--- config.mk ---
export PLATFORM = sky130hd
export DESIGN_NAME = usb_hid_capture_top
export DESIGN_NICKNAME = d
export VERILOG_FILES = /design/src/verilog/usb_hid_pkg.sv /design/src/verilog/hid_report_assembler.sv /design/src/verilog/report_display_bank.sv /design/src/verilog/wb_report_regs.sv /design/src/verilog/usb_hid_capture_top.sv
export VERILOG_INCLUDE_DIRS = /design/src /design/src/include
export SDC_FILE = /design/constraint.sdc
export NUM_CORES = 1
export LEC_CHECK = 0
export ABC_AREA = 0
export BUFFER_PORTS_ARGS = -buffer_cell sky130_fd_sc_hd__buf_2
export CORE_MARGIN = 5
export CORE_UTILIZATION = 50
export CTS_BUF_LIST = sky130_fd_sc_hd__clkbuf_8
export DETAILED_ROUTE_END_ITERATION = 12
export PLACE_DENSITY = 0.67
export REMOVE_ABC_BUFFERS = 1
export SYNTH_ARGS = -nofsm -noshare
export SYNTH_HDL_FRONTEND = slang
export SYNTH_SLANG_ARGS = --single-unit
--- constraint.sdc ---
create_clock -name clk_usb -period 21.1 [get_ports clk_usb]
set_clock_uncertainty 0.2 [all_clocks]
set_input_delay 1.055 -clock clk_usb [delete_from_list [all_inputs] [get_ports clk_usb]]
set_output_delay 1.055 -clock clk_usb [all_outputs]
set_load 0.01 [all_outputs]
--- src/include/usb_hid_regs.svh ---
// ############################################################
// word addresses are 3 bits; counters are 8 bits per port
// ############################################################

`ifndef usb_hid_regs_svh
`define usb_hid_regs_svh

`define usb_hid_adr_p0_lo    3'd0
`define usb_hid_adr_p0_hi    3'd1
`define usb_hid_adr_p1_lo    3'd2
`define usb_hid_adr_p1_hi    3'd3
`define usb_hid_adr_p2_lo    3'd4
`define usb_hid_adr_p2_hi    3'd5
`define usb_hid_adr_status   3'd6
`define usb_hid_adr_control  3'd7

// status word: counter of port n at bits n*8 +: 8
`define usb_hid_stat_cnt_bits 8
`define usb_hid_stat_err_lsb  24

// control word
`define usb_hid_ctl_en_lsb    0
`define usb_hid_ctl_clr_bit   8  // write-only, reads zero

`endif

--- src/verilog/usb_hid_pkg.sv ---
// ############################################################
// port count and prefix size are fixed; register numbers
// come from usb_hid_regs.svh, so the include path must be set
// ############################################################

`include "usb_hid_regs.svh"

package usb_hid_pkg;

  // host ports feeding the capture block
  localparam int num_ports = 3;

  // leading report bytes kept per port, 64 bits
  localparam int prefix_bytes = 8;

  // per-port report assembler
  typedef enum logic [1:0]
  {
    asm_idle,    // waiting for the first byte
    asm_collect, // inside a report
    asm_discard  // too long, drop until last
  } asm_state_t;

  // word select on the wishbone side
  typedef enum logic [2:0]
  {
    reg_p0_lo   = `usb_hid_adr_p0_lo,
    reg_p0_hi   = `usb_hid_adr_p0_hi,
    reg_p1_lo   = `usb_hid_adr_p1_lo,
    reg_p1_hi   = `usb_hid_adr_p1_hi,
    reg_p2_lo   = `usb_hid_adr_p2_lo,
    reg_p2_hi   = `usb_hid_adr_p2_hi,
    reg_status  = `usb_hid_adr_status,  // counters and error flags
    reg_control = `usb_hid_adr_control  // enable mask, clear strobe
  } reg_sel_t;

endpackage

--- src/verilog/hid_report_assembler.sv ---
// ############################################################
// no back-pressure, every valid byte is taken; reports longer
// than 255 bytes are dropped and flagged as length errors
// ############################################################

module hid_report_assembler
#(
  parameter int report_bytes  = 20,   // expected report length
  parameter bit strict_length = 1'b1  // 0: any length of one byte or more
)
(
  input  logic                                    clk_usb,
  input  logic                                    arst_n,
  input  logic                                    byte_valid,
  input  logic                                    byte_last,
  input  logic [7:0]                              byte_data,
  output logic                                    rpt_valid,
  output logic                                    rpt_len_err,
  output logic [usb_hid_pkg::prefix_bytes*8-1:0]  rpt_prefix
);

  import usb_hid_pkg::*;

  localparam int prefix_w = prefix_bytes * 8;
  localparam int idx_w    = $clog2(prefix_bytes);

  asm_state_t          state;
  logic [7:0]          byte_cnt;     // bytes already taken in this report
  logic [prefix_w-1:0] work_prefix;  // prefix under construction
  logic [prefix_w-1:0] work_next;
  logic                cnt_full;
  logic                len_ok;
  logic                end_ok;
  logic                end_bad;

  // prefix including the byte on the inputs now
  always_comb
  begin
    work_next = work_prefix;
    if (state == asm_idle)
    begin
      work_next       = '0;  // missing bytes read as zero
      work_next[7:0]  = byte_data;
    end
    else if (byte_cnt < prefix_bytes)
    begin
      work_next[byte_cnt[idx_w-1:0]*8 +: 8] = byte_data;
    end
  end

  assign cnt_full = (byte_cnt == 8'hff);  // next byte would be the 256th
  assign len_ok   = !strict_length || (int'(byte_cnt) + 1 == report_bytes);

  // judge the report on its last byte
  assign end_ok  = byte_valid && byte_last && (state != asm_discard) && !cnt_full && len_ok;
  assign end_bad = byte_valid && byte_last && !end_ok;

  always_ff @(posedge clk_usb or negedge arst_n)
  begin
    if (!arst_n)
    begin
      state       <= asm_idle;
      byte_cnt    <= '0;
      rpt_valid   <= 1'b0;
      rpt_len_err <= 1'b0;
    end
    else
    begin
      rpt_valid   <= end_ok;   // one-cycle pulses
      rpt_len_err <= end_bad;
      case (state)
        asm_idle:
        begin
          if (byte_valid && !byte_last)
          begin
            state    <= asm_collect;
            byte_cnt <= 8'd1;
          end
        end
        asm_collect:
        begin
          if (byte_valid)
          begin
            if (byte_last)
            begin
              state    <= asm_idle;
              byte_cnt <= '0;
            end
            else if (cnt_full)
              state <= asm_discard;
            else
              byte_cnt <= byte_cnt + 8'd1;
          end
        end
        asm_discard:
        begin
          if (byte_valid && byte_last)
          begin
            state    <= asm_idle;
            byte_cnt <= '0;
          end
        end
        default:
        begin
          state    <= asm_idle;
          byte_cnt <= '0;
        end
      endcase
    end
  end

  // output prefix only moves on a good report
  always_ff @(posedge clk_usb)
  begin
    if (byte_valid)
      work_prefix <= work_next;
    if (end_ok)
      rpt_prefix <= work_next;
  end

endmodule

--- src/verilog/report_display_bank.sv ---
// ############################################################
// counters wrap at 256; error flags stay set until cleared;
// events from disabled ports are ignored
// ############################################################

module report_display_bank
(
  input  logic                                                       clk_usb,
  input  logic                                                       arst_n,
  input  logic [usb_hid_pkg::num_ports-1:0]                          rpt_valid,
  input  logic [usb_hid_pkg::num_ports-1:0]                          rpt_len_err,
  input  logic [usb_hid_pkg::num_ports*usb_hid_pkg::prefix_bytes*8-1:0] rpt_prefix,
  input  logic [usb_hid_pkg::num_ports-1:0]                          port_enable,
  input  logic                                                       cnt_clear,
  output logic [2*usb_hid_pkg::num_ports-1:0][31:0]                  disp_words,
  output logic [usb_hid_pkg::num_ports-1:0][7:0]                     upd_count,
  output logic [usb_hid_pkg::num_ports-1:0]                          err_flags
);

  import usb_hid_pkg::*;

  localparam int prefix_w = prefix_bytes * 8;

  for (genvar p = 0; p < num_ports; p++)
  begin : g_port
    logic take_rpt;
    logic take_err;

    assign take_rpt = rpt_valid[p] && port_enable[p];
    assign take_err = rpt_len_err[p] && port_enable[p];

    // display words, low word holds bytes 0..3
    always_ff @(posedge clk_usb or negedge arst_n)
    begin
      if (!arst_n)
      begin
        disp_words[2*p]   <= '0;
        disp_words[2*p+1] <= '0;
      end
      else if (take_rpt)
      begin
        disp_words[2*p]   <= rpt_prefix[p*prefix_w +: 32];
        disp_words[2*p+1] <= rpt_prefix[p*prefix_w+32 +: 32];
      end
    end

    always_ff @(posedge clk_usb or negedge arst_n)
    begin
      if (!arst_n)
      begin
        upd_count[p] <= '0;
        err_flags[p] <= 1'b0;
      end
      else if (cnt_clear)  // clear beats a same-cycle update
      begin
        upd_count[p] <= '0;
        err_flags[p] <= 1'b0;
      end
      else
      begin
        if (take_rpt)
          upd_count[p] <= upd_count[p] + 8'd1;  // wraps
        if (take_err)
          err_flags[p] <= 1'b1;
      end
    end
  end

endmodule

--- src/verilog/wb_report_regs.sv ---
// ############################################################
// wishbone classic, ack one cycle after the request; only the
// control word is writable, other writes are acked and dropped
// ############################################################

`include "usb_hid_regs.svh"

module wb_report_regs
(
  input  logic                                       clk_usb,
  input  logic                                       arst_n,
  input  logic                                       wb_cyc,
  input  logic                                       wb_stb,
  input  logic                                       wb_we,
  input  logic [2:0]                                 wb_adr,
  input  logic [31:0]                                wb_dat_w,
  output logic [31:0]                                wb_dat_r,
  output logic                                       wb_ack,
  input  logic [2*usb_hid_pkg::num_ports-1:0][31:0]  disp_words,
  input  logic [usb_hid_pkg::num_ports-1:0][7:0]     upd_count,
  input  logic [usb_hid_pkg::num_ports-1:0]          err_flags,
  output logic [usb_hid_pkg::num_ports-1:0]          port_enable,
  output logic                                       cnt_clear
);

  import usb_hid_pkg::*;

  reg_sel_t    sel;
  logic        req;
  logic        wr_ctl;
  logic [31:0] rd_data;

  assign sel = reg_sel_t'(wb_adr);

  // new request only, stb is still high in the ack cycle
  assign req    = wb_cyc && wb_stb && !wb_ack;
  assign wr_ctl = req && wb_we && (sel == reg_control);

  // read mux, unused bits stay zero
  always_comb
  begin
    rd_data = '0;
    case (sel)
      reg_p0_lo, reg_p0_hi, reg_p1_lo, reg_p1_hi, reg_p2_lo, reg_p2_hi:
        rd_data = disp_words[wb_adr];
      reg_status:
      begin
        for (int p = 0; p < num_ports; p++)
          rd_data[p*`usb_hid_stat_cnt_bits +: 8] = upd_count[p];
        rd_data[`usb_hid_stat_err_lsb +: num_ports] = err_flags;
      end
      reg_control:
        rd_data[`usb_hid_ctl_en_lsb +: num_ports] = port_enable;  // clear bit reads 0
      default:
        rd_data = '0;
    endcase
  end

  always_ff @(posedge clk_usb or negedge arst_n)
  begin
    if (!arst_n)
    begin
      wb_ack      <= 1'b0;
      port_enable <= '1;  // all ports live out of reset
      cnt_clear   <= 1'b0;
    end
    else
    begin
      wb_ack    <= req;
      cnt_clear <= wr_ctl && wb_dat_w[`usb_hid_ctl_clr_bit];  // single pulse
      if (wr_ctl)
        port_enable <= wb_dat_w[`usb_hid_ctl_en_lsb +: num_ports];
    end
  end

  // read data is sampled with the request
  always_ff @(posedge clk_usb)
  begin
    if (req)
      wb_dat_r <= rd_data;
  end

endmodule

--- src/verilog/usb_hid_capture_top.sv ---
// ############################################################
// host cores sit outside; one byte stream per port, 2-cycle
// latency from last byte to the register bank
// ############################################################

module usb_hid_capture_top
#(
  parameter int report_bytes  = 20,
  parameter bit strict_length = 1'b1
)
(
  input  logic                                clk_usb,
  input  logic                                arst_n,
  input  logic [usb_hid_pkg::num_ports-1:0]   hid_byte_valid,
  input  logic [usb_hid_pkg::num_ports*8-1:0] hid_byte_data,  // 8-bit slice per port
  input  logic [usb_hid_pkg::num_ports-1:0]   hid_byte_last,
  input  logic                                wb_cyc,
  input  logic                                wb_stb,
  input  logic                                wb_we,
  input  logic [2:0]                          wb_adr,
  input  logic [31:0]                         wb_dat_w,
  output logic [31:0]                         wb_dat_r,
  output logic                                wb_ack
);

  import usb_hid_pkg::*;

  logic [num_ports-1:0]                rpt_valid;
  logic [num_ports-1:0]                rpt_len_err;
  logic [num_ports*prefix_bytes*8-1:0] rpt_prefix;
  logic [2*num_ports-1:0][31:0]        disp_words;
  logic [num_ports-1:0][7:0]           upd_count;
  logic [num_ports-1:0]                err_flags;
  logic [num_ports-1:0]                port_enable;
  logic                                cnt_clear;

  for (genvar p = 0; p < num_ports; p++)
  begin : g_asm
    hid_report_assembler
    #(
      .report_bytes  (report_bytes),
      .strict_length (strict_length)
    )
    asm_i
    (
      .clk_usb     (clk_usb),
      .arst_n      (arst_n),
      .byte_valid  (hid_byte_valid[p]),
      .byte_last   (hid_byte_last[p]),
      .byte_data   (hid_byte_data[p*8 +: 8]),
      .rpt_valid   (rpt_valid[p]),
      .rpt_len_err (rpt_len_err[p]),
      .rpt_prefix  (rpt_prefix[p*prefix_bytes*8 +: prefix_bytes*8])
    );
  end

  report_display_bank bank_i
  (
    .clk_usb     (clk_usb),
    .arst_n      (arst_n),
    .rpt_valid   (rpt_valid),
    .rpt_len_err (rpt_len_err),
    .rpt_prefix  (rpt_prefix),
    .port_enable (port_enable),
    .cnt_clear   (cnt_clear),
    .disp_words  (disp_words),
    .upd_count   (upd_count),
    .err_flags   (err_flags)
  );

  wb_report_regs regs_i
  (
    .clk_usb     (clk_usb),
    .arst_n      (arst_n),
    .wb_cyc      (wb_cyc),
    .wb_stb      (wb_stb),
    .wb_we       (wb_we),
    .wb_adr      (wb_adr),
    .wb_dat_w    (wb_dat_w),
    .wb_dat_r    (wb_dat_r),
    .wb_ack      (wb_ack),
    .disp_words  (disp_words),
    .upd_count   (upd_count),
    .err_flags   (err_flags),
    .port_enable (port_enable),
    .cnt_clear   (cnt_clear)
  );

endmodule

* Yosys cells after proc, flatten, opt, wreduce, memory -nomap -nowiden
Cells that the tools add are included.
Operators by class: add/sub/neg operators 12, magnitude comparators 4, eq/ne operators 37, shifts and indexed selects 6, mux-type cells 61, reduce and logical (&&, ||, !) cells 56
Operator list (number):
- 64-bit two-way mux | 6
- 64-bit bitwise mux | 3
- 8-bit by 34-bit variable shift with 64-bit output, first input constant | 3
- 8-bit by 34-bit indexed part select with 64-bit output | 3
- 8-bit two-way mux | 21
- 6-bit negation with 34-bit output | 3
- 32-bit binary-select mux with 3-bit select | 1
- 32-bit by 6-bit equality test with 1-bit output, second input constant | 3
- 8-bit one-hot mux with 3 select lines | 3
- 8-bit by 1-bit adder with 8-bit output, second input constant | 6
- 24-bit one-hot mux with 2 select lines | 1
- 32-bit two-way mux | 1
- 2-bit two-way mux | 15
- 1-bit logical AND | 29
- 8-bit by 1-bit adder with 9-bit output, second input constant | 3
- 8-bit equality test, second input constant | 3
- 8-bit by 4-bit < comparator with 1-bit output, second input constant | 3
- 4-bit AND reduction | 6
- 2-bit != test, second input constant | 9
- 2-bit one-hot mux with 3 select lines | 3
- 3-bit equality test, second input constant | 4
- 2-bit nonzero test | 6
- 1-bit logical NOT | 10
- 3-bit by 2-bit != test with 1-bit output, second input constant | 3
- 12 further kinds | 28
Storage, ports and cells: register bits 676, input port bits 70, output and inout port bits 33, logic and storage cells 211

* Longest topological paths before layout
Gate-level depths: netlist of the first run.
word-level depth 6, gate-level depth with buffers 10, mapped depth without buffers 7

* Cells and area by module
Synthesis of the first run repeated with hierarchy kept, for this count alone.
Second synthesis, totals: cells, all modules 2076, area total of the unflattened synthesis 29111.7 µm²
Modules (own cells, without submodules):
- report_display_bank | times used 1, cells an instance 537, area an instance 8415.6 µm², sequential area each 5480.3 µm²
- hid_report_assembler at g_asm[1].asm_i | times used 1, cells an instance 437, area an instance 5963.2 µm², sequential area each 4144.0 µm²
- hid_report_assembler at g_asm[0].asm_i | times used 1, cells an instance 412, area an instance 5859.4 µm², sequential area each 4144.0 µm²
- hid_report_assembler at g_asm[2].asm_i | times used 1, cells an instance 412, area an instance 5805.6 µm², sequential area each 4144.0 µm²
- wb_report_regs | times used 1, cells an instance 278, area an instance 3067.9 µm², sequential area each 1089.8 µm²

* Least setup slack after synthesis of the first run
Ideal clock, no wire load.
kind register to register, start reg g_asm[0].asm_i.byte_cnt[5], end reg g_asm[0].asm_i.rpt_valid, library setup time 1.147 ns, data arrival time 11.318 ns, data required time 19.753 ns, setup slack 8.434 ns, cell stages (with the launch flop) 4, path buffers 1, period minus slack after synthesis 12.666 ns, path through dfrtp_1 or4_1 buf_6 a2111oi_0
Between the ends: cells in the longest elaborated chain, start to end 4, elaborated cells between the ends (all ways) 6, classes of those cells add/sub: 1; eq/ne: 2; reduce/logical: 3
RTL lines:
- start: declaration | RTL line hid_report_assembler.sv:28 | logic [7:0] byte_cnt;
- start signal: assignment | RTL line hid_report_assembler.sv:92 | byte_cnt <= byte_cnt + 8'd1;
- parallel branches: the longest is 3 deep, another holds 8-bit by 1-bit adder with 9-bit output
- 1-bit logical AND (*) | RTL line hid_report_assembler.sv:55 | assign end_ok = byte_valid && byte_last && (state != asm_discard) && !cnt_full && len_ok;
- net g_asm[0].asm_i.end_ok | RTL line hid_report_assembler.sv:33 | logic end_ok;
- end signal: assignment | RTL line hid_report_assembler.sv:69 | rpt_valid <= end_ok;
- end: declaration | RTL line hid_report_assembler.sv:17 | output logic rpt_valid,
Mark *: on every way through the listed nets, which the timed path passes. A chain may end at the register's enable or synchronous reset.

* Final worst setup path of the first run
start reg g_asm[1].asm_i.byte_cnt[0], end reg g_asm[1].asm_i.rpt_prefix[48] (netlist name) (data pin)
Between the ends: cells in the longest elaborated chain, start to end 5, elaborated cells between the ends (all ways) 7, classes of those cells add/sub: 1; order compare: 1; shift: 2; mux: 3
RTL lines:
- start: declaration | RTL line hid_report_assembler.sv:28
- start signal: assignment | RTL line hid_report_assembler.sv:92
- 6-bit negation with 34-bit output | RTL line hid_report_assembler.sv:47 | work_next[byte_cnt[idx_w-1:0]*8 +: 8] = byte_data;
- 8-bit by 34-bit indexed part select with 64-bit output or 8-bit by 34-bit variable shift with 64-bit output (tied branches) | RTL line hid_report_assembler.sv:47
- 64-bit bitwise mux | RTL line hid_report_assembler.sv:47
- 64-bit two-way mux (*) | RTL line hid_report_assembler.sv:45 | else if (byte_cnt < prefix_bytes)
- 64-bit two-way mux (*) | RTL line hid_report_assembler.sv:40 | if (state == asm_idle)
- net g_asm[1].asm_i.work_next[48] | RTL line hid_report_assembler.sv:30 | logic [prefix_w-1:0] work_next;
- end signal: assignment | RTL line hid_report_assembler.sv:118 | rpt_prefix <= work_next;
- end: declaration | RTL line hid_report_assembler.sv:19 | output logic [usb_hid_pkg::prefix_bytes*8-1:0] rpt_prefix
The timed path passes the listed nets; every way through them passes the cells marked *.

==> impl_results.md, run 1 <==
- Max_cap viols: 0
- WL per Instance: 21.4 um
- Netlist cell types: 67
- Post-route ant nets: 0
- TritonCTS clock tree: done
- Starting density of the core: 0.505
- CP Max Fanout: 19
- Clk sinks: 676
- Critical path arrival: 4.05 ns
- Final hold viol count: 0
- Post-synth top flop: edfxtp_1
- DIE HEIGHT: 249 um
- Vias in the first global route: 17716
- Clock buffer count from CTS: 110
- Slew Limit Headroom: 0.122
- Post-Place Cells: 2847
- Crit-path most repeated cell: ha_1
- Post-Syn Area: 28500 sq um
- P_leak: 13.2 nW
- Core ar.: 56500 sq um
- Via density: 5.68
- Die width: 249 um
- H-tree levels: 3
- RSZ-0062 raised after global routing: false
- Num rows: 87
- Seq cells post-synth: 676
- Worst min-delay path category: in2async
- CP endpoint kind: flop
- Slowest-stage cell, CP: nor2_1
- DRC Markers: 0
- PwrDens: 100 nW/um^2
- Total GRT Usage: 0.209
- P&R area growth vs syn: 11.3%
- Crit Path Category: reg2reg
- Maximum vdd drop: 0.0833 mV
- Startpoint Class: flop
- Sequential area share after synthesis: 0.666
- Worst path max stage delay: 1.00 ns
- Die area: 61900 sq um
- Fin crit period: 3.88 ns
- Drt total wl: 65400 um
- TritonRoute pass-1 iters: 5
- FMAX: 258 MHz
- Setup TNS: 0 ns
- DP Wirelength: 40800 um
- Later-pin clock latency in the skew report: 0.69 ns
- Proportion of layout cells with a drive suffix above 1: 0.216
- WP buf/inv: 1
- Final cycle utilization of the critical path: 0.184
- First-pass GRT wire length: 103000 um
- Antenna violations before repair: 4
- Setup violations, final: 0
- Aggregate global routing overflow: 0
- Status: completed
- CP delay by family, top: simple AND/OR/NAND/NOR gates
- Cells after synthesis: 2113
- Cell chain of the critical path: inv_1, ha_1, ha_1, nor2_1, nand3_1, o21ai_0, a21oi_1
- Largest net degree at the start of global routing: 87
- Post-CTS Hold Buffers: 0
- Nets: 2289
- Final Power: 0.00319 W
- Clock buffer depth: 3
- CTS resizes: 0
- Synthesized area per cell: 13.5 sq um
- Final Non-Filler Cells: 3057
- Starting DRT DRC Count: 1189
- Worst Max-Slew Pin Slew: 1.31 ns
- Worst-path clk slew: 0.06 ns
- Total setup buffers inserted after CTS: 0
- I/O pin total: 103
- Final GP Congestion: 0.825
- Slew Viols, Final: 0
- Synth warn: 0
- CP Data Required Time: 21.28 ns
- Input/output buffers: 74
- Clk root buf: clkbuf_8
- EDFF count, synth: 416
- Fraction of registers with async set/reset: 0.385
- Routed via count: 17372
## final timing paths
path / startpoint / endpoint / slack, ns / cells after the start
worst min-delay path: arst_n / bank_i.disp_words[187]$_DFFE_PN0P_ / 0.16 / 1
min in group clk_usb: g_asm[1].asm_i.rpt_prefix[6]$_DFFE_PP_ / bank_i.disp_words[70]$_DFFE_PN0P_ / 0.23 / 2
worst min register to register: g_asm[1].asm_i.rpt_prefix[6]$_DFFE_PP_ / bank_i.disp_words[70]$_DFFE_PN0P_ / 0.23 / 2
worst max register to register: g_asm[1].asm_i.byte_cnt[0]$_DFFE_PN0P_ / g_asm[1].asm_i.rpt_prefix[48]$_DFFE_PP_ / 17.22 / 7
max in group asynchronous: arst_n / bank_i.disp_words[112]$_DFFE_PN0P_ / 18.49 / 3
worst max-delay path: g_asm[1].asm_i.byte_cnt[0]$_DFFE_PN0P_ / g_asm[1].asm_i.rpt_prefix[48]$_DFFE_PP_ / 17.22 / 7
## where the power goes
group	switching (W)	total, W	internal, W
Combinational	0.000359	0.000511	0.000151
Clock	0.000506	0.00110	0.000589
Sequential	0.0000368	0.00158	0.00155
## metal layers
layer | track usage | vias to the layer above | wire length [um]
li1 | - | 7946 | -
met1 | 0.294 | 8789 | 29100
met2 | 0.326 | 496 | 30600
met3 | 0.0452 | 137 | 3690
met4 | 0.0728 | 4 | 2080
met5 | 0 | - | 27
## logic make-up after synthesis
kind of cell	Yosys count	synth area share
simple gates	684	0.116
flops	676	0.666
mux	299	0.126
buf+inv	152	0.0216
compound gates	259	0.0549
xor+xnor	27	0.00829
fa+ha+maj	16	0.00702
## registers in the layout (all words and copies together) (netlist names)
signal and cells:
regs_i.wb_dat_r 32, regs_i.cnt_clear 1, g_asm.asm_i.rpt_prefix 192, bank_i.upd_count 24
g_asm.asm_i.state 6, g_asm.asm_i.byte_cnt 24, g_asm.asm_i.work_prefix 192, regs_i.wb_ack 1
g_asm.asm_i.rpt_len_err 3, bank_i.disp_words 192, regs_i.port_enable 3, g_asm.asm_i.rpt_valid 3
bank_i.err_flags 3
## cell type report
| type | instances | area, sq um |
|---|---|---|
| clock inverter | 76 | 363 |
| multi-input combinational | 1285 | 8950 |
| inverter | 35 | 131 |
| fill | 4624 | 24700 |
| timing repair buffer | 95 | 541 |
| clock buffer | 132 | 1820 |
| sequential | 676 | 19000 |
| tap | 756 | 946 |
| antenna | 2 | 5.00 |
## per-stage QoR
step | hold WS (ns) | area (sq um) | worst slack, ns | utilization
5_1_grt | 0.169 | 31700 | 16.94 | 0.562
3_5_place_dp | 0.225 | 29600 | 16.73 | 0.523
4_1_cts | 0.150 | 31700 | 17.22 | 0.562
2_1_floorplan | 0.215 | 28000 | 8.30 | -
6_report | 0.158 | 31800 | 17.22 | 0.562
3_3_place_gp | 0.226 | 29600 | 16.73 | 0.523
## synthesized netlist by cell type, types with 7 or more instances
cell,count,area (sq um)
a21oi_1,116,581
mux2_2,134,1510
and3_1,15,93.8
o22ai_1,8,50.1
nand3_1,80,400
a22o_1,27,236
edfxtp_1,416,12500
o221ai_1,10,87.6
buf_2,13,65.1
nand2b_1,9,56.3
mux2i_1,130,1300
nand2_1,295,1110
dfrtp_1,257,6430
o21ai_0,63,315
and2_1,16,100
nor2_1,121,454
xor2_1,19,166
buf_1,17,63.8
o21ai_2,9,78.8
nor2_2,39,244
mux4_2,35,788
xnor2_1,8,70.1
ha_1,16,200
inv_1,34,128
nand4_1,41,257
nor2b_1,7,43.8
clkbuf_1,83,312
nor3_1,15,75.1
## cell usage in the layout, fill, tap and decap left out, types with 5 or more instances in the layout
master / count
a22o_1: 27
nand2_1: 294
clkbuf_8: 132
a21oi_1: 116
nor2_2: 40
and2_1: 13
or3_1: 5
buf_4: 22
nor3_1: 15
mux2_2: 134
xnor2_1: 8
inv_1: 88
nand3_1: 80
nor2_1: 117
o221ai_1: 10
clkinv_1: 9
o22ai_1: 8
and3_1: 14
o21ai_0: 63
dfrtp_1: 257
o21ai_2: 9
nand2b_1: 9
ha_1: 16
edfxtp_1: 416
xor2_1: 19
nor4_4: 5
buf_2: 72
nor2b_1: 6
clkinv_2: 9
mux2i_1: 130
nand4_1: 41
mux4_2: 35
or4_1: 5
Note: power is estimated with default switching activity, not from simulation.
==> run 2, diff against run 1 <==
Settings changed: PLACE_DENSITY 0.67 to 0.69.
Clock period 21.1 ns to 3.2 ns, I/O delays scaled along.
==> run 2 against run 1 <==
  * Worst setup slack worse by 17 ns
  * Largest power group unchanged
  * Via count is 2.4% higher
  * Register-to-register slack got worse by 17 ns
  * Cell count is 2.6% higher
  * Wire length increased by 0.35%
==> impl_results.md, run 2 (same netlist as run 1, synthesis figures left out) <==
- Slowest-stage cell, CP: dfrtp_1
- CP endpoint kind: flop
- Cell Area, Placed: 29900 sq um
- Critical path arrival: 3.19 ns
- Largest regs: bank_i.disp_words x192, g_asm.asm_i.rpt_prefix x192, g_asm.asm_i.work_prefix x192
- Setup violations, final: 0
- Starting density of the core: 0.505
- P&R area growth vs syn: 14.0%
- Drt total wl: 65700 um
- WP buf/inv: 1
- Fillcell total: 4557
- Worst path max stage delay: 0.53 ns
- Clk root buf: clkbuf_8
- Crit-path most repeated cell: ha_1
- Maximum vdd drop: 0.447 mV
- Post-CTS Hold Buffers: 46
- WHS Endpoint: regs_i.wb_dat_r[10]$_DFFE_PP_
- Aggregate global routing overflow: 0
- Die width: 249 um
- Core Util, Final: 0.576
- WL per Instance: 20.9 um
- Final Non-Filler Cells: 3137
- Later-pin clock latency in the skew report: 0.71 ns
- I/O pin total: 103
- Post-Place Cells: 2882
- Clock buffer depth: 3
- Worst-path clk slew: 0.07 ns
- R2R depth: 7
- RSZ-0062 raised after global routing: false
- FMAX: 335 MHz
- Nets: 2368
- Comb power frac: 0.170
- Core ar.: 56500 sq um
- CP delay by family, top: simple AND/OR/NAND/NOR gates
- H-tree levels: 3
- Final hold viol count: 0
- Status: completed
- Total GRT Usage: 0.210
- Post-route ant nets: 0
- PwrDens: 650 nW/um^2
- Final cycle utilization of the critical path: 0.932
- First-pass GRT wire length: 104000 um
- Via density: 5.67
- TritonRoute pass-1 iters: 5
- Final GP Congestion: 0.842
- Antenna violations before repair: 4
- Vias in the first global route: 17910
- Depth of the worst hold-timing path: 4
- Internal power: 0.0151 W
- Reg-to-Reg Start: g_asm[1].asm_i.byte_cnt[0]$_DFFE_PN0P_
- Die area: 61900 sq um
- Net switching power figure: 0.00599 W
- Input/output buffers: 74
- Clock buffer count from CTS: 108
- TritonCTS clock tree: done
- P_leak: 13.6 nW
- Num rows: 87
- Sequential share of power: 0.494
- Total setup buffers inserted after CTS: 0
- Cell chain of the critical path: inv_1, ha_1, ha_1, nor2_1, nand3_1, o21ai_0, a21oi_1
- CTS resizes: 0
- Sw Ratio: 0.284
- Hold Crit Start: wb_adr[1]
- DRC Markers: 0
- Worst min-delay path category: in2reg
- Critical R2R Capture: g_asm[1].asm_i.rpt_prefix[16]$_DFFE_PP_
- Clk pwr share: 0.337
- Fin crit period: 2.98 ns
- Largest net degree at the start of global routing: 94
- WP depth: 7
- Slew Viols, Final: 0
- Setup TNS: 0 ns
- Final Cell Area: 32500 sq um
- CP Max Fanout: 16
- Startpoint Class: flop
- Most common cell after layout, fill and taps aside: edfxtp_1
- DIE HEIGHT: 249 um
- Slew Limit Headroom: 0.308
- DP Wirelength: 41800 um
- Worst Max-Slew Pin Slew: 1.04 ns
- Clk sinks: 676
- Proportion of layout cells with a drive suffix above 1: 0.223
- Crit Path Category: reg2reg
- Routed via count: 17789
- Starting DRT DRC Count: 1655
- R2r setup slk: 0.22 ns
- Most frequent cells in the layout: edfxtp_1, nand2_1, dfrtp_1
- Max_cap viols: 0
- CP Data Required Time: 3.41 ns
[run 2: cell count changes in the layout (fill, tap and decap cells not counted), moves of 2 or more]
cell,before,now
dlygate4sd3_1,0,46
buf_4,22,49
buf_12,0,8
clkbuf_8,132,126
clkinv_2,9,11
[run 2: layout make-up]
cell class / count / area, sq um / area share
Antenna cell: 3 / 7.51 / 0.000231
Clock buffer: 126 / 1730 / 0.0533
Clock inverter: 80 / 389 / 0.0120
Inverter: 35 / 131 / 0.00404
Multi-Input combinational cell: 1285 / 8940 / 0.275
Sequential cell: 676 / 19000 / 0.584
Tap cell: 756 / 946 / 0.0291
Timing Repair Buffer: 176 / 1360 / 0.0419
[run 2: per-stage QoR]
| stage | worst slack (ns) | total power (W) | hold slack (ns) |
|---|---|---|---|
| 2_1_floorplan | -9.60 | 0.0128 | -0.336 |
| 3_3_place_gp | 0.308 | 0.0140 | 0.0583 |
| 3_5_place_dp | 0.264 | 0.0141 | 0.0508 |
| 4_1_cts | 0.221 | 0.0213 | 0.00117 |
| 5_1_grt | 0.0400 | 0.0221 | 0.0302 |
| 6_report | 0.218 | 0.0211 | 0.0516 |
[run 2: layer usage]
layer	part of all wire	global-route usage
met5	0	0
met4	0.026	0.0618
met3	0.057	0.0389
met2	0.47	0.328
met1	0.44	0.304
[run 2: tightest hold or removal path, cell delays in order]
cell	delay [ns]
buf_2	0.13
nor2b_2	0.25
a21oi_1	0.17
a21oi_1	0.07
[run 2: power groups by stage]
stage / combinational, W / sequential [W] / clock [W]
2_1_floorplan: 0.00222 / 0.0105 / 0
3_3_place_gp: 0.00341 / 0.0106 / 0
3_5_place_dp: 0.00351 / 0.0106 / 0
4_1_cts: 0.00359 / 0.0104 / 0.00729
5_1_grt: 0.00392 / 0.0105 / 0.00772
6_report: 0.00358 / 0.0104 / 0.00711
[run 2: how the worst max path moves through the flow]
stage	from	to	slack [ns]
4_1_cts	g_asm[0].asm_i.byte_cnt[1]$_DFFE_PN0P_	g_asm[0].asm_i.work_prefix[26]$_DFFE_PP_	0.22
5_1_grt	g_asm[1].asm_i.byte_cnt[0]$_DFFE_PN0P_	g_asm[1].asm_i.rpt_prefix[16]$_DFFE_PP_	0.04
6_report	g_asm[1].asm_i.byte_cnt[0]$_DFFE_PN0P_	g_asm[1].asm_i.rpt_prefix[16]$_DFFE_PP_	0.22
3_5_place_dp	g_asm[0].asm_i.byte_cnt[1]$_DFFE_PN0P_	g_asm[0].asm_i.work_prefix[26]$_DFFE_PP_	0.26
3_3_place_gp	g_asm[0].asm_i.byte_cnt[1]$_DFFE_PN0P_	g_asm[0].asm_i.work_prefix[31]$_DFFE_PP_	0.31
2_1_floorplan	g_asm[0].asm_i.byte_cnt[5]$_DFFE_PN0P_	g_asm[0].asm_i.rpt_valid$_DFF_PN0_	-9.60
==> run 3, diff against run 2 <==
Settings changed: SYNTH_HIERARCHICAL set to 1.
==> run 3 against run 2 <==
  * Global-route usage grew 0.050 points
  * Wire length rose by 2.2%
  * Power up 4.4%
  * Combinational power grew 18%
==> impl_results.md, run 3 <==
- Final Cell Area: 33000 sq um
- Netlist cell types: 84
- TritonCTS clock tree: done
- H-tree levels: 3
- Core ar.: 57700 sq um
- Critical path arrival: 3.10 ns
- Core Util, Final: 0.571
- Aggregate global routing overflow: 0
- Depth of the worst hold-timing path: 5
- Starting density of the core: 0.505
- Post-synth top flop: edfxtp_1
- EDFF count, synth: 416
- Area leader, netlist: edfxtp_1
- Top-count cell post-synth: edfxtp_1
- Nets: 2330
- Slew Viols, Final: 0
- Antenna violations before repair: 2
- WL per Instance: 21.7 um
- PwrDens: 669 nW/um^2
- DRC Markers: 0
- I/O pin total: 103
- CP Data Required Time: 3.43 ns
- CP endpoint kind: flop
- Via density: 5.87
- Post-route ant nets: 0
- First-pass GRT wire length: 105000 um
- Total setup buffers inserted after CTS: 0
- Proportion of layout cells with a drive suffix above 1: 0.234
- Clk sinks: 676
- Critical R2R Capture: g_asm[0].asm_i/rpt_prefix[32]$_DFFE_PP_
- Final Non-Filler Cells: 3097
- Final cycle utilization of the critical path: 0.895
- Largest regs: bank_i/disp_words x192, g_asm.asm_i/rpt_prefix x192, g_asm.asm_i/work_prefix x192
- Final hold viol count: 0
- Sequential area share after synthesis: 0.653
- Worst Max-Slew Pin Slew: 1.13 ns
- WHS Endpoint: g_asm[2].asm_i/state[1]$_DFFE_PN0P_
- Clock buffer depth: 3
- Reg-to-Reg Start: g_asm[0].asm_i/byte_cnt[0]$_DFFE_PN0P_
- Cells after synthesis: 2076
- Seq cells post-synth: 676
- R2R depth: 8
- Clock buffer count from CTS: 108
- Sequential cell area: 19000 sq um
- Clk root buf: clkbuf_8
- Status: completed
- Worst-path clk slew: 0.06 ns
- CTS resizes: 0
- Sequential share of power: 0.482
- Antenna diodes: 0
- Largest net degree at the start of global routing: 78
- Startpoint Class: flop
- Drt total wl: 67100 um
- Max_cap viols: 0
- Fin worst setup slack: 0.336 ns
- CP Max Fanout: 8
- Most common cell after layout, fill and taps aside: edfxtp_1
- Area share of the largest cell type after synthesis: 0.429
- DIE HEIGHT: 251 um
- Input/output buffers: 74
- Post-Syn Area: 29100 sq um
- DP Wirelength: 42500 um
- Fillcell total: 4610
- Die width: 251 um
- Num rows: 88
- Synth warn: 6
- Vias in the first global route: 18352
- TritonRoute pass-1 iters: 6
- Post-Place Cells: 2842
- Net switching power figure: 0.00652 W
- Post-CTS Hold Buffers: 51
- Most frequent cells in the layout: edfxtp_1, dfrtp_1, mux2_2
- Routed via count: 18172
- Later-pin clock latency in the skew report: 0.71 ns
- Hold Crit Start: hid_byte_last[2]
- Area of the multi-input gates: 9250 sq um
- Slew Limit Headroom: 0.248
- Final GP Congestion: 0.896
- Place WS: 0.345 ns
- Sw Ratio: 0.296
- RSZ-0062 raised after global routing: false
- Top cells by count, synth: edfxtp_1, dfrtp_1, mux2_2
- Comb power frac: 0.192
- Internal power: 0.0155 W
- Crit Path Category: reg2reg
- Final Power: 0.0220 W
- Total GRT Usage: 0.210
- R2r setup slk: 0.34 ns
- Setup violations, final: 0
- Die area: 63100 sq um
- Starting DRT DRC Count: 1424
- Maximum vdd drop: 0.485 mV
- Worst min-delay path category: in2reg
- Cell Area, Placed: 30300 sq um
- Fraction of registers with async set/reset: 0.385
- FMAX: 349 MHz
- P&R area growth vs syn: 13.2%
- Synth area leaders: edfxtp_1, dfrtp_1, mux2_2
- P_leak: 13.3 nW
- Synthesized area per cell: 14.0 sq um
- Fin crit period: 2.86 ns
- Clk pwr share: 0.326
-- run 3: power by group through the flow --
stage                     Sequential [W]  Clock, W  Combinational, W
after CTS                         0.0106   0.00736           0.00420
final                             0.0106   0.00718           0.00424
after floorplan                   0.0108         0           0.00248
after global placement            0.0108         0           0.00398
after detailed placement          0.0108         0           0.00412
after global routing              0.0107   0.00778           0.00463
-- run 3: worst max-delay path, stage by stage, from the launching register on --
cell and delay [ns]:
dfrtp_1 0.34, inv_1 0.08, ha_1 0.23, ha_1 0.43, or4b_2 0.65, nor4_4 0.14
buf_4 0.24, mux2i_1 0.23, nor2_1 0.07
-- run 3: how the worst max path moves through the flow --
stage                                               endpoint  cells past startpoint                              startpoint  slack, ns
global route         g_asm[0].asm_i/rpt_prefix[34]$_DFFE_PP_                      8  g_asm[0].asm_i/byte_cnt[0]$_DFFE_PN0P_       0.17
global placement     g_asm[0].asm_i/rpt_prefix[33]$_DFFE_PP_                      8  g_asm[0].asm_i/byte_cnt[0]$_DFFE_PN0P_       0.40
floorplan                 g_asm[0].asm_i/rpt_valid$_DFF_PN0_                      5  g_asm[0].asm_i/byte_cnt[0]$_DFFE_PN0P_      -5.23
CTS                 g_asm[0].asm_i/work_prefix[34]$_DFFE_PP_                      8  g_asm[0].asm_i/byte_cnt[0]$_DFFE_PN0P_       0.33
finish               g_asm[0].asm_i/rpt_prefix[32]$_DFFE_PP_                      8  g_asm[0].asm_i/byte_cnt[0]$_DFFE_PN0P_       0.34
detailed placement  g_asm[0].asm_i/work_prefix[32]$_DFFE_PP_                      8  g_asm[0].asm_i/byte_cnt[0]$_DFFE_PN0P_       0.34
-- run 3: cells by family (layout without fill, tap and decap cells) --
logic type                 count (synthesis)  after routing  synth area share
DFF                                      676            676             0.653
and+or+nand+nor                          514            514            0.0990
AOI/OAI and AO/OA                        349            349            0.0759
muxes                                    338            338             0.128
buffers and inverters                    163            419            0.0312
adders and majority gates                 22             22           0.00946
xor gates and xnor gates                  14             14           0.00421
-- run 3: per-stage QoR --
step	TNS [ns]	hold WS [ns]
2_1_floorplan	-591.99	-0.336
3_3_place_gp	0	-0.0762
3_5_place_dp	0	-0.0653
4_1_cts	0	0.109
5_1_grt	0	0.191
6_report	0	0.168
-- run 3: final cells by class --
type / instances / share of cell area
clock inverter: 79 / 0.0126
inverter: 25 / 0.00285
timing repair buffer: 190 / 0.0463
clock buffer: 125 / 0.0522
multi-input combinational: 1237 / 0.281
tap: 765 / 0.0290
sequential: 676 / 0.576
-- run 3: per-layer routing --
metal,routed length (um),global-route usage,part of all wire,vias to the layer above
met5,0,0,0,-
met4,2280,0.0800,0.034,0
met3,4240,0.0365,0.063,132
met2,32600,0.342,0.49,612
met1,28000,0.287,0.42,9207
li1,-,-,-,8221
